<file path="src/mcalu_config.svh">
`ifndef MCALU_CONFIG_SVH
`define MCALU_CONFIG_SVH

// ====================
// Datapath sizing
// ====================

// Operand and result width of the execution unit
`define MCALU_DATA_W 32
// Width of the result tag handed back to the core
`define MCALU_TAG_W 4

// Register stages in the multiply-accumulate pipeline
`define MCALU_MUL_STAGES 4
// Register stages in the unary pipeline, before alignment
`define MCALU_UNARY_STAGES 2

`endif
</file>
<file path="src/mcalu_pkg.sv">
`default_nettype none

`include "mcalu_config.svh"

package mcalu_pkg;

	// ====================
	// Encodings
	// ====================

	// Major opcode in the top nibble of the instruction word
	typedef enum logic [3:0] {
		OP_UNARY = 4'h0,
		OP_MULI  = 4'h1,
		OP_MADD  = 4'h4,
		OP_MSUB  = 4'h5,
		OP_NMADD = 4'h6,
		OP_NMSUB = 4'h7
	} opcode_e;

	// Function select for OP_UNARY
	typedef enum logic [3:0] {
		FN_CLZ    = 4'h0,
		FN_POPCNT = 4'h1,
		FN_BREV   = 4'h2,
		FN_ABS    = 4'h3
	} unary_fn_e;

	// Which unit's result the select stage picks up
	typedef enum logic [1:0] {
		UNIT_NONE  = 2'd0,
		UNIT_MUL   = 2'd1,
		UNIT_UNARY = 2'd2
	} unit_e;

	// ====================
	// Bundles
	// ====================

	typedef struct packed {
		opcode_e   opcode;
		unary_fn_e fn;
		logic [23:0] rsvd;
	} instr_t;

	typedef struct packed {
		logic valid;
		instr_t instr;
		logic [`MCALU_DATA_W-1:0] a;
		logic [`MCALU_DATA_W-1:0] b;
		logic [`MCALU_DATA_W-1:0] c;
		logic [`MCALU_DATA_W-1:0] imm;
		logic [`MCALU_TAG_W-1:0] tag;
	} issue_t;

	typedef struct packed {
		logic [`MCALU_DATA_W-1:0] multiplicand;
		logic [`MCALU_DATA_W-1:0] multiplier;
		logic [`MCALU_DATA_W-1:0] addend;
		logic neg_prod;
		logic sub_addend;
	} mul_op_t;

	typedef struct packed {
		unary_fn_e fn;
		logic [`MCALU_DATA_W-1:0] operand;
	} unary_op_t;

	// Control word that runs alongside the data
	typedef struct packed {
		logic valid;
		logic [`MCALU_TAG_W-1:0] tag;
		unit_e unit;
	} ctrl_t;

	typedef struct packed {
		logic valid;
		logic [`MCALU_TAG_W-1:0] tag;
		logic [`MCALU_DATA_W-1:0] value;
	} result_t;

endpackage

`default_nettype wire

</file>
<file path="src/mcalu_top.sv">
`timescale 1ns/1ps
`default_nettype none

`include "mcalu_config.svh"

module mcalu_top (
	input  logic               clk,
	input  logic               rst_n_i,
	input  mcalu_pkg::issue_t  issue_i,
	output mcalu_pkg::result_t result_o
);

	mcalu_pkg::ctrl_t     dec_ctrl;
	mcalu_pkg::mul_op_t   dec_mul_op;
	mcalu_pkg::unary_op_t dec_unary_op;

	// Control word after it has kept pace with the multiply pipe
	mcalu_pkg::ctrl_t         sel_ctrl;
	logic [`MCALU_DATA_W-1:0] mul_value;
	logic [`MCALU_DATA_W-1:0] unary_value;
	logic [`MCALU_DATA_W-1:0] unary_value_aligned;

	mcalu_decode u_decode (
		.clk        (clk),
		.rst_n_i    (rst_n_i),
		.issue_i    (issue_i),
		.ctrl_o     (dec_ctrl),
		.mul_op_o   (dec_mul_op),
		.unary_op_o (dec_unary_op)
	);

	mcalu_mul_pipe u_mul_pipe (.clk(clk), .mul_op_i(dec_mul_op), .value_o(mul_value));

	mcalu_unary_pipe u_unary_pipe (.clk(clk), .unary_op_i(dec_unary_op), .value_o(unary_value));

	// ====================
	// Alignment
	// ====================

	mcalu_delay #(.WIDTH($bits(mcalu_pkg::ctrl_t)), .DEPTH(`MCALU_MUL_STAGES)) u_ctrl_delay (
		.clk(clk), .rst_n_i(rst_n_i), .data_i(dec_ctrl), .data_o(sel_ctrl)
	);

	// The unary unit is shorter, so its result waits for the multiply depth
	mcalu_delay #(
		.WIDTH (`MCALU_DATA_W),
		.DEPTH (`MCALU_MUL_STAGES - `MCALU_UNARY_STAGES)
	) u_unary_delay (
		.clk(clk), .rst_n_i(1'b1), .data_i(unary_value), .data_o(unary_value_aligned)
	);

	mcalu_select u_select (
		.clk           (clk),
		.rst_n_i       (rst_n_i),
		.ctrl_i        (sel_ctrl),
		.mul_value_i   (mul_value),
		.unary_value_i (unary_value_aligned),
		.result_o      (result_o)
	);

endmodule

`default_nettype wire

</file>
<file path="src/mcalu_select.sv">
`timescale 1ns/1ps
`default_nettype none

`include "mcalu_config.svh"

module mcalu_select (
	input  logic                      clk,
	input  logic                      rst_n_i,
	input  mcalu_pkg::ctrl_t          ctrl_i,
	input  logic [`MCALU_DATA_W-1:0]  mul_value_i,
	input  logic [`MCALU_DATA_W-1:0]  unary_value_i,
	output mcalu_pkg::result_t        result_o
);

	logic [`MCALU_DATA_W-1:0] value_c;

	// ====================
	// Result mux
	// ====================

	// Both unit outputs are already aligned with ctrl_i here
	always_comb begin
		case (ctrl_i.unit)
			mcalu_pkg::UNIT_MUL: value_c = mul_value_i;
			mcalu_pkg::UNIT_UNARY: value_c = unary_value_i;
			// Unimplemented operations still retire, with a zero result
			default: value_c = '0;
		endcase
	end

	// Output register, valid for one cycle per completed instruction
	always_ff @(posedge clk) begin
		if (!rst_n_i) begin
			result_o.valid <= 1'b0;
		end else begin
			result_o.valid <= ctrl_i.valid;
		end
		result_o.tag <= ctrl_i.tag;
		result_o.value <= value_c;
	end

endmodule

`default_nettype wire

</file>
<file path="src/mcalu_delay.sv">
`timescale 1ns/1ps
`default_nettype none

module mcalu_delay #(
	parameter int WIDTH = 8,
	parameter int DEPTH = 2
) (
	input  logic             clk,
	input  logic             rst_n_i,
	input  logic [WIDTH-1:0] data_i,
	output logic [WIDTH-1:0] data_o
);

	// One entry per cycle of delay, entry 0 is loaded first
	logic [WIDTH-1:0] stage_q [DEPTH];

	always_ff @(posedge clk) begin
		if (!rst_n_i) begin
			for (int i = 0; i < DEPTH; i++) stage_q[i] <= '0;
		end else begin
			stage_q[0] <= data_i;
			for (int i = 1; i < DEPTH; i++) stage_q[i] <= stage_q[i-1];
		end
	end

	assign data_o = stage_q[DEPTH-1];

endmodule

`default_nettype wire

</file>
<file path="src/mcalu_unary_pipe.sv">
`timescale 1ns/1ps
`default_nettype none

`include "mcalu_config.svh"

module mcalu_unary_pipe (
	input  logic                      clk,
	input  mcalu_pkg::unary_op_t      unary_op_i,
	output logic [`MCALU_DATA_W-1:0]  value_o
);

	localparam int W = `MCALU_DATA_W;
	// Counts run from 0 to W inclusive
	localparam int CNT_W = $clog2(W) + 1;

	logic [CNT_W-1:0] clz_c;
	logic [CNT_W-1:0] pop_c;
	logic [W-1:0]     brev_c;
	logic [W-1:0]     abs_c;

	mcalu_pkg::unary_fn_e s1_fn;
	logic [CNT_W-1:0]     s1_clz;
	logic [CNT_W-1:0]     s1_pop;
	logic [W-1:0]         s1_brev;
	logic [W-1:0]         s1_abs;

	// ====================
	// Stage 1 compute
	// ====================

	always_comb begin
		// The highest set bit is visited last and wins, zero leaves W
		clz_c = CNT_W'(W);
		pop_c = '0;
		for (int i = 0; i < W; i++) begin
			if (unary_op_i.operand[i]) clz_c = CNT_W'(W - 1 - i);
			pop_c = pop_c + CNT_W'(unary_op_i.operand[i]);
			brev_c[i] = unary_op_i.operand[W-1-i];
		end
		// Negating the most negative value wraps back to itself
		abs_c = unary_op_i.operand[W-1] ? (~unary_op_i.operand + 1'b1) : unary_op_i.operand;
	end

	always_ff @(posedge clk) begin
		s1_fn <= unary_op_i.fn;
		s1_clz <= clz_c;
		s1_pop <= pop_c;
		s1_brev <= brev_c;
		s1_abs <= abs_c;
	end

	// Stage 2 picks one result by function code
	always_ff @(posedge clk) begin
		case (s1_fn)
			mcalu_pkg::FN_CLZ: value_o <= {{(W-CNT_W){1'b0}}, s1_clz};
			mcalu_pkg::FN_POPCNT: value_o <= {{(W-CNT_W){1'b0}}, s1_pop};
			mcalu_pkg::FN_BREV: value_o <= s1_brev;
			mcalu_pkg::FN_ABS: value_o <= s1_abs;
			default: value_o <= '0;
		endcase
	end

endmodule

`default_nettype wire

</file>
<file path="src/mcalu_mul_pipe.sv">
`timescale 1ns/1ps
`default_nettype none

`include "mcalu_config.svh"

module mcalu_mul_pipe (
	input  logic                      clk,
	input  mcalu_pkg::mul_op_t        mul_op_i,
	output logic [`MCALU_DATA_W-1:0]  value_o
);

	localparam int W = `MCALU_DATA_W;
	localparam int HALF = W / 2;

	// Stage 1 holds the operands
	logic [W-1:0] s1_mcand;
	logic [W-1:0] s1_mplier;
	logic [W-1:0] s1_addend;
	logic         s1_neg;
	logic         s1_sub;

	// Stage 2 holds the two partial products
	logic [W-1:0]    s2_pp_lo;
	logic [HALF-1:0] s2_pp_hi;
	logic [W-1:0]    s2_addend;
	logic            s2_neg;
	logic            s2_sub;

	// Stage 3 holds the low half of the full product
	logic [W-1:0] s3_prod;
	logic [W-1:0] s3_addend;
	logic         s3_neg;
	logic         s3_sub;

	logic [W-1:0] prod_c;
	logic [W-1:0] addend_c;

	always_ff @(posedge clk) begin
		s1_mcand <= mul_op_i.multiplicand;
		s1_mplier <= mul_op_i.multiplier;
		s1_addend <= mul_op_i.addend;
		s1_neg <= mul_op_i.neg_prod;
		s1_sub <= mul_op_i.sub_addend;
		// Only the low 32 product bits are kept, so the high-by-high term drops out
		s2_pp_lo <= s1_mcand * {{HALF{1'b0}}, s1_mplier[HALF-1:0]};
		s2_pp_hi <= s1_mcand[HALF-1:0] * s1_mplier[W-1:HALF];
		s2_addend <= s1_addend;
		s2_neg <= s1_neg;
		s2_sub <= s1_sub;
		s3_prod <= s2_pp_lo + {s2_pp_hi, {HALF{1'b0}}};
		s3_addend <= s2_addend;
		s3_neg <= s2_neg;
		s3_sub <= s2_sub;
		value_o <= prod_c + addend_c;
	end

	// Sign handling is two's complement, modulo 2^32
	always_comb begin
		prod_c = s3_neg ? (~s3_prod + 1'b1) : s3_prod;
		addend_c = s3_sub ? (~s3_addend + 1'b1) : s3_addend;
	end

endmodule

`default_nettype wire

</file>
<file path="src/mcalu_decode.sv">
`timescale 1ns/1ps
`default_nettype none

module mcalu_decode (
	input  logic                 clk,
	input  logic                 rst_n_i,
	input  mcalu_pkg::issue_t    issue_i,
	output mcalu_pkg::ctrl_t     ctrl_o,
	output mcalu_pkg::mul_op_t   mul_op_o,
	output mcalu_pkg::unary_op_t unary_op_o
);

	mcalu_pkg::unit_e   unit_c;
	mcalu_pkg::mul_op_t mul_c;

	// ====================
	// Opcode decode
	// ====================

	always_comb begin
		// Default is a plain a*b+c, with no unit selected
		unit_c = mcalu_pkg::UNIT_NONE;
		mul_c.multiplicand = issue_i.a;
		mul_c.multiplier = issue_i.b;
		mul_c.addend = issue_i.c;
		mul_c.neg_prod = 1'b0;
		mul_c.sub_addend = 1'b0;
		case (issue_i.instr.opcode)
			mcalu_pkg::OP_UNARY: begin
				// Only the four known functions reach the unary unit
				case (issue_i.instr.fn)
					mcalu_pkg::FN_CLZ, mcalu_pkg::FN_POPCNT,
					mcalu_pkg::FN_BREV, mcalu_pkg::FN_ABS: unit_c = mcalu_pkg::UNIT_UNARY;
					default: unit_c = mcalu_pkg::UNIT_NONE;
				endcase
			end
			mcalu_pkg::OP_MULI: begin
				// Immediate replaces b and nothing is accumulated
				unit_c = mcalu_pkg::UNIT_MUL;
				mul_c.multiplier = issue_i.imm;
				mul_c.addend = '0;
			end
			mcalu_pkg::OP_MADD: unit_c = mcalu_pkg::UNIT_MUL;
			mcalu_pkg::OP_MSUB: begin
				unit_c = mcalu_pkg::UNIT_MUL;
				mul_c.sub_addend = 1'b1;
			end
			mcalu_pkg::OP_NMADD: begin
				unit_c = mcalu_pkg::UNIT_MUL;
				mul_c.neg_prod = 1'b1;
			end
			mcalu_pkg::OP_NMSUB: begin
				unit_c = mcalu_pkg::UNIT_MUL;
				mul_c.neg_prod = 1'b1;
				mul_c.sub_addend = 1'b1;
			end
			default: unit_c = mcalu_pkg::UNIT_NONE;
		endcase
	end

	// Micro-op register, the first pipeline stage
	always_ff @(posedge clk) begin
		if (!rst_n_i) begin
			ctrl_o.valid <= 1'b0;
		end else begin
			ctrl_o.valid <= issue_i.valid;
		end
		ctrl_o.tag <= issue_i.tag;
		ctrl_o.unit <= unit_c;
		mul_op_o <= mul_c;
		unary_op_o.fn <= issue_i.instr.fn;
		unary_op_o.operand <= issue_i.a;
	end

endmodule

`default_nettype wire

</file>
<file path="config.mk">
export PLATFORM = sky130hd
export DESIGN_NAME = mcalu_top
export DESIGN_NICKNAME = d
export VERILOG_FILES = /design/src/mcalu_pkg.sv /design/src/mcalu_top.sv /design/src/mcalu_select.sv /design/src/mcalu_delay.sv /design/src/mcalu_unary_pipe.sv /design/src/mcalu_mul_pipe.sv /design/src/mcalu_decode.sv
export VERILOG_INCLUDE_DIRS = /design/src /design/src/src
export SDC_FILE = /design/constraint.sdc
export NUM_CORES = 2
export LEC_CHECK = 0
export ABC_CLOCK_PERIOD_IN_PS = 8700
export BUFFER_PORTS_ARGS = -buffer_cell sky130_fd_sc_hd__buf_2
export CORE_MARGIN = 2
export CORE_UTILIZATION = 30
export CTS_CLUSTER_SIZE = 10
export DETAILED_ROUTE_END_ITERATION = 12
export PLACE_DENSITY = 0.56
export SLEW_MARGIN = 20
export SYNTH_ARGS = -nofsm -noshare
export SYNTH_HDL_FRONTEND = slang
export SYNTH_SLANG_ARGS = --single-unit
</file>
<file path="constraint.sdc">
create_clock -name clk -period 8.7 [get_ports clk]
set_clock_uncertainty 0.05 [all_clocks]
set_input_delay 0.435 -clock clk [delete_from_list [all_inputs] [get_ports clk]]
set_output_delay 0.435 -clock clk [all_outputs]
set_load 0.05 [all_outputs]
</file>
==> metrics <==
mapped cell area roughly 34,000 sq um; Diodes inserted 0; worst path arrival time approximately 7.3 ns; initial antenna violation count 3; final setup TNS 0 ns; largest net degree at the start of global routing 40; Post-synth ARST share 0%; Num CTS Buffers 73; register area share after synthesis 34.8%; ANT nets after route 0; Synth Register Bits 595; core area 113,000 sq um; Area after DPL 36,800 sq um; Total GRT Usage approximately 15%; most frequent cells in the layout 595 x dfxtp_1, 554 x inv_1, 421 x nand2_1; Port Buf Inserts ~180; Primary FF master, synth dfxtp_1; CTS clk-pin slew, worst paths 0.05 ns; First-pass DRT Iterations 5; maximum level of the CTS H-tree 3; worst hold-check path type in -> reg; EDFF count, synth 0; commonest non-fill, non-tap cell in the layout dfxtp_1; crit share post-route between 70% and 80%; CP cell instances nand2_1, fa_1, fa_1, fa_1, inv_1, fa_1, fa_1, inv_1, fa_1, inv_1, ha_1, nand3_1, a2111oi_0, a21oi_1, o211ai_1, nand3_1, nand2b_1, a21oi_1, xnor2_1; share of cells above drive strength 1 between 10% and 20%; I/O pins ~200; critical path class reg -> reg; Max Root-Sink Buffers 3; full die area ~120,000 sq um; Worst-Margin Slew approximately 1.1 ns; gpl congestion a little under 0.9; root buffer cell clkbuf_16; RSZ-0062 raised after global routing no; Worst-Skew Late Latency between 0.6 and 0.7 ns; Synth warnings 0; DP HPWL 65.5 mm; worst setup margin between 1.5 and 2 ns; vias in the first global route 24,297; row cnt about 120; TritonCTS clock tree yes; CP max-delay cell dfxtp_1; Power per Cell Area 450 nW/um^2; WP data required approximately 9 ns; fin area 39,600 sq um; achievable frequency around 140 MHz; Slew HR between 20% and 30%; Mapped Cells roughly 3,400; first-pass GRT wire length 135 mm; number of DRC markers in iteration 0 1,310; DIE WIDTH 342 um; startpoint types register; max cap viols 0; Total Power around 18 mW; Post-Syn Area per Cell about 10 sq um; Initial Util roughly 30%; Sink Count about 600; storage element area ~12,000 sq um; grt ovf 0; Post-CTS Resized 0; Filler Cell Count between 10,000 and 15,000; Avg WL per Cell 16.5 um; Total Nets Final between 4,000 and 5,000; Final Util 35.1%; Final Hold Fails 0; crit end category register; Syn Nets 4,178; WL final 85.4 mm; most used cell, CP fa_1; DRC Markers 0; Area Growth Syn to Fin 15.7%; status complete, no violations; final setup vio count 0; min Tclk post-route about 6.9 ns; Synth cell types between 60 and 70; CP max stage delay 0.89 ns; Max VDD drop 0.568 mV; CP max FO 17; Multi-input gate area between 15,000 and 20,000 sq um; Die H about 340 um; Leak ~18 nW; via count between 20,000 and 25,000; Setup WS pre-CTS between 1.5 and 2 ns; Slew Limit Fails 0; DR vias/cell approximately 4.5
==> cells by family after synthesis <==
logic type      count (synthesis)  synth area share, %
buf+inv                       692                 7.58
fa+ha+maj                     585                 30.3
xor+xnor                      220                 5.62
flops                         595                 34.8
compound gates                367                 7.17
mux                            39                 1.48
simple gates                  928                 13.0
==> state kept, by name, indices dropped and copies added, names as in the netlist, 28 cells and up <==
register / flops
u_mul_pipe.s2_addend: 32
u_unary_pipe.value_o: 32
u_mul_pipe.s3_addend: 32
u_decode.mul_op_o: 98
u_select.result_o: 37
u_mul_pipe.s1_mplier: 32
u_mul_pipe.s3_prod: 32
u_mul_pipe.value_o: 32
u_unary_pipe.s1_abs: 31
u_ctrl_delay.stage_q: 28
u_mul_pipe.s2_pp_lo: 32
u_unary_delay.stage_q: 64
u_unary_pipe.s1_brev: 31
u_mul_pipe.s1_addend: 32
==> through the flow <==
| stage | hold slack [ns] | instances |
|---|---|---|
| CTS | 0.0000523 | 5175 |
| floorplan | 0.260 | 3426 |
| global route | 0.00550 | 5175 |
| detailed placement | 0.262 | 5010 |
| finish | 0.0188 | 5175 |
| global placement | 0.260 | 5010 |
==> synthesized netlist by cell type, drive strengths merged, types with 13 or more instances <==
library cell	n	area, sq um
nor2	104	390
o21a	19	143
xnor2	195	1710
or3	13	81.3
xor2	25	219
nand2	421	1580
a21o	25	188
inv	554	2080
o21ai	73	369
a22o	26	228
a21oi	80	400
nor2b	43	269
ha	175	2190
o31ai	28	210
a211oi	15	113
and2	219	1370
nor3	30	155
nand3	28	140
mux2	32	360
a22oi	33	248
nand2b	14	87.6
dfxtp	595	11900
o41ai	15	131
fa	410	8210
clkbuf	134	503
==> timing repair <==
item                       CTS  global route
buffers inserted             0             0
hold buffers                71             0
setup endpoints to repair    0             0
hold endpoints to repair    66             0
==> final cells by class <==
cell class / instances / share of cell area (%)
Inverter: 554 / 5.25
Multi-Input combinational cell: 2139 / 49.9
Tap cell: 1500 / 4.73
Sequential cell: 595 / 30.1
Timing Repair Buffer: 293 / 4.87
Clock inverter: 12 / 0.451
Clock buffer: 82 / 4.79
==> power by group <==
part           leakage [nW]  switching, mW  internal, mW
clock network          1.02           1.09          1.60
logic                  11.9           6.64          4.91
registers              4.97          0.310          3.31
total                  17.9           8.03          9.82
==> worst max-delay path, delay by kind of cell (launching register included) <==
family                   cells  cell delay [ns]
AO/OA/AOI/OAI                4             1.04
adder cells (fa/ha/maj)      7             3.36
XOR/XNOR                     1             0.50
AND/OR/NAND/NOR              4             0.72
buffers and inverters        3             0.14
flip-flops                   1             0.89
==> metal layers <==
layer | GRT usage, % | part of all wire, %
met5 | 0 | 0
met3 | 2.31 | 5.1
met1 | 19.8 | 46
met4 | 4.72 | 2.9
met2 | 24.4 | 46
==> final timing paths <==
path / start / endpoint / slack, ns / cells after the start
setup / recovery: u_mul_pipe.s1_mplier[1] / u_mul_pipe.s2_pp_lo[28] / 1.78 / 19
setup reg to reg: u_mul_pipe.s1_mplier[1] / u_mul_pipe.s2_pp_lo[28] / 1.78 / 19
hold reg to reg: u_decode.mul_op_o[65] / u_mul_pipe.s1_mplier[31] / 0.26 / 0
hold / removal: issue_i[43] / u_decode.mul_op_o[9] / 0.02 / 2
(Power assumes the default switching activity.)
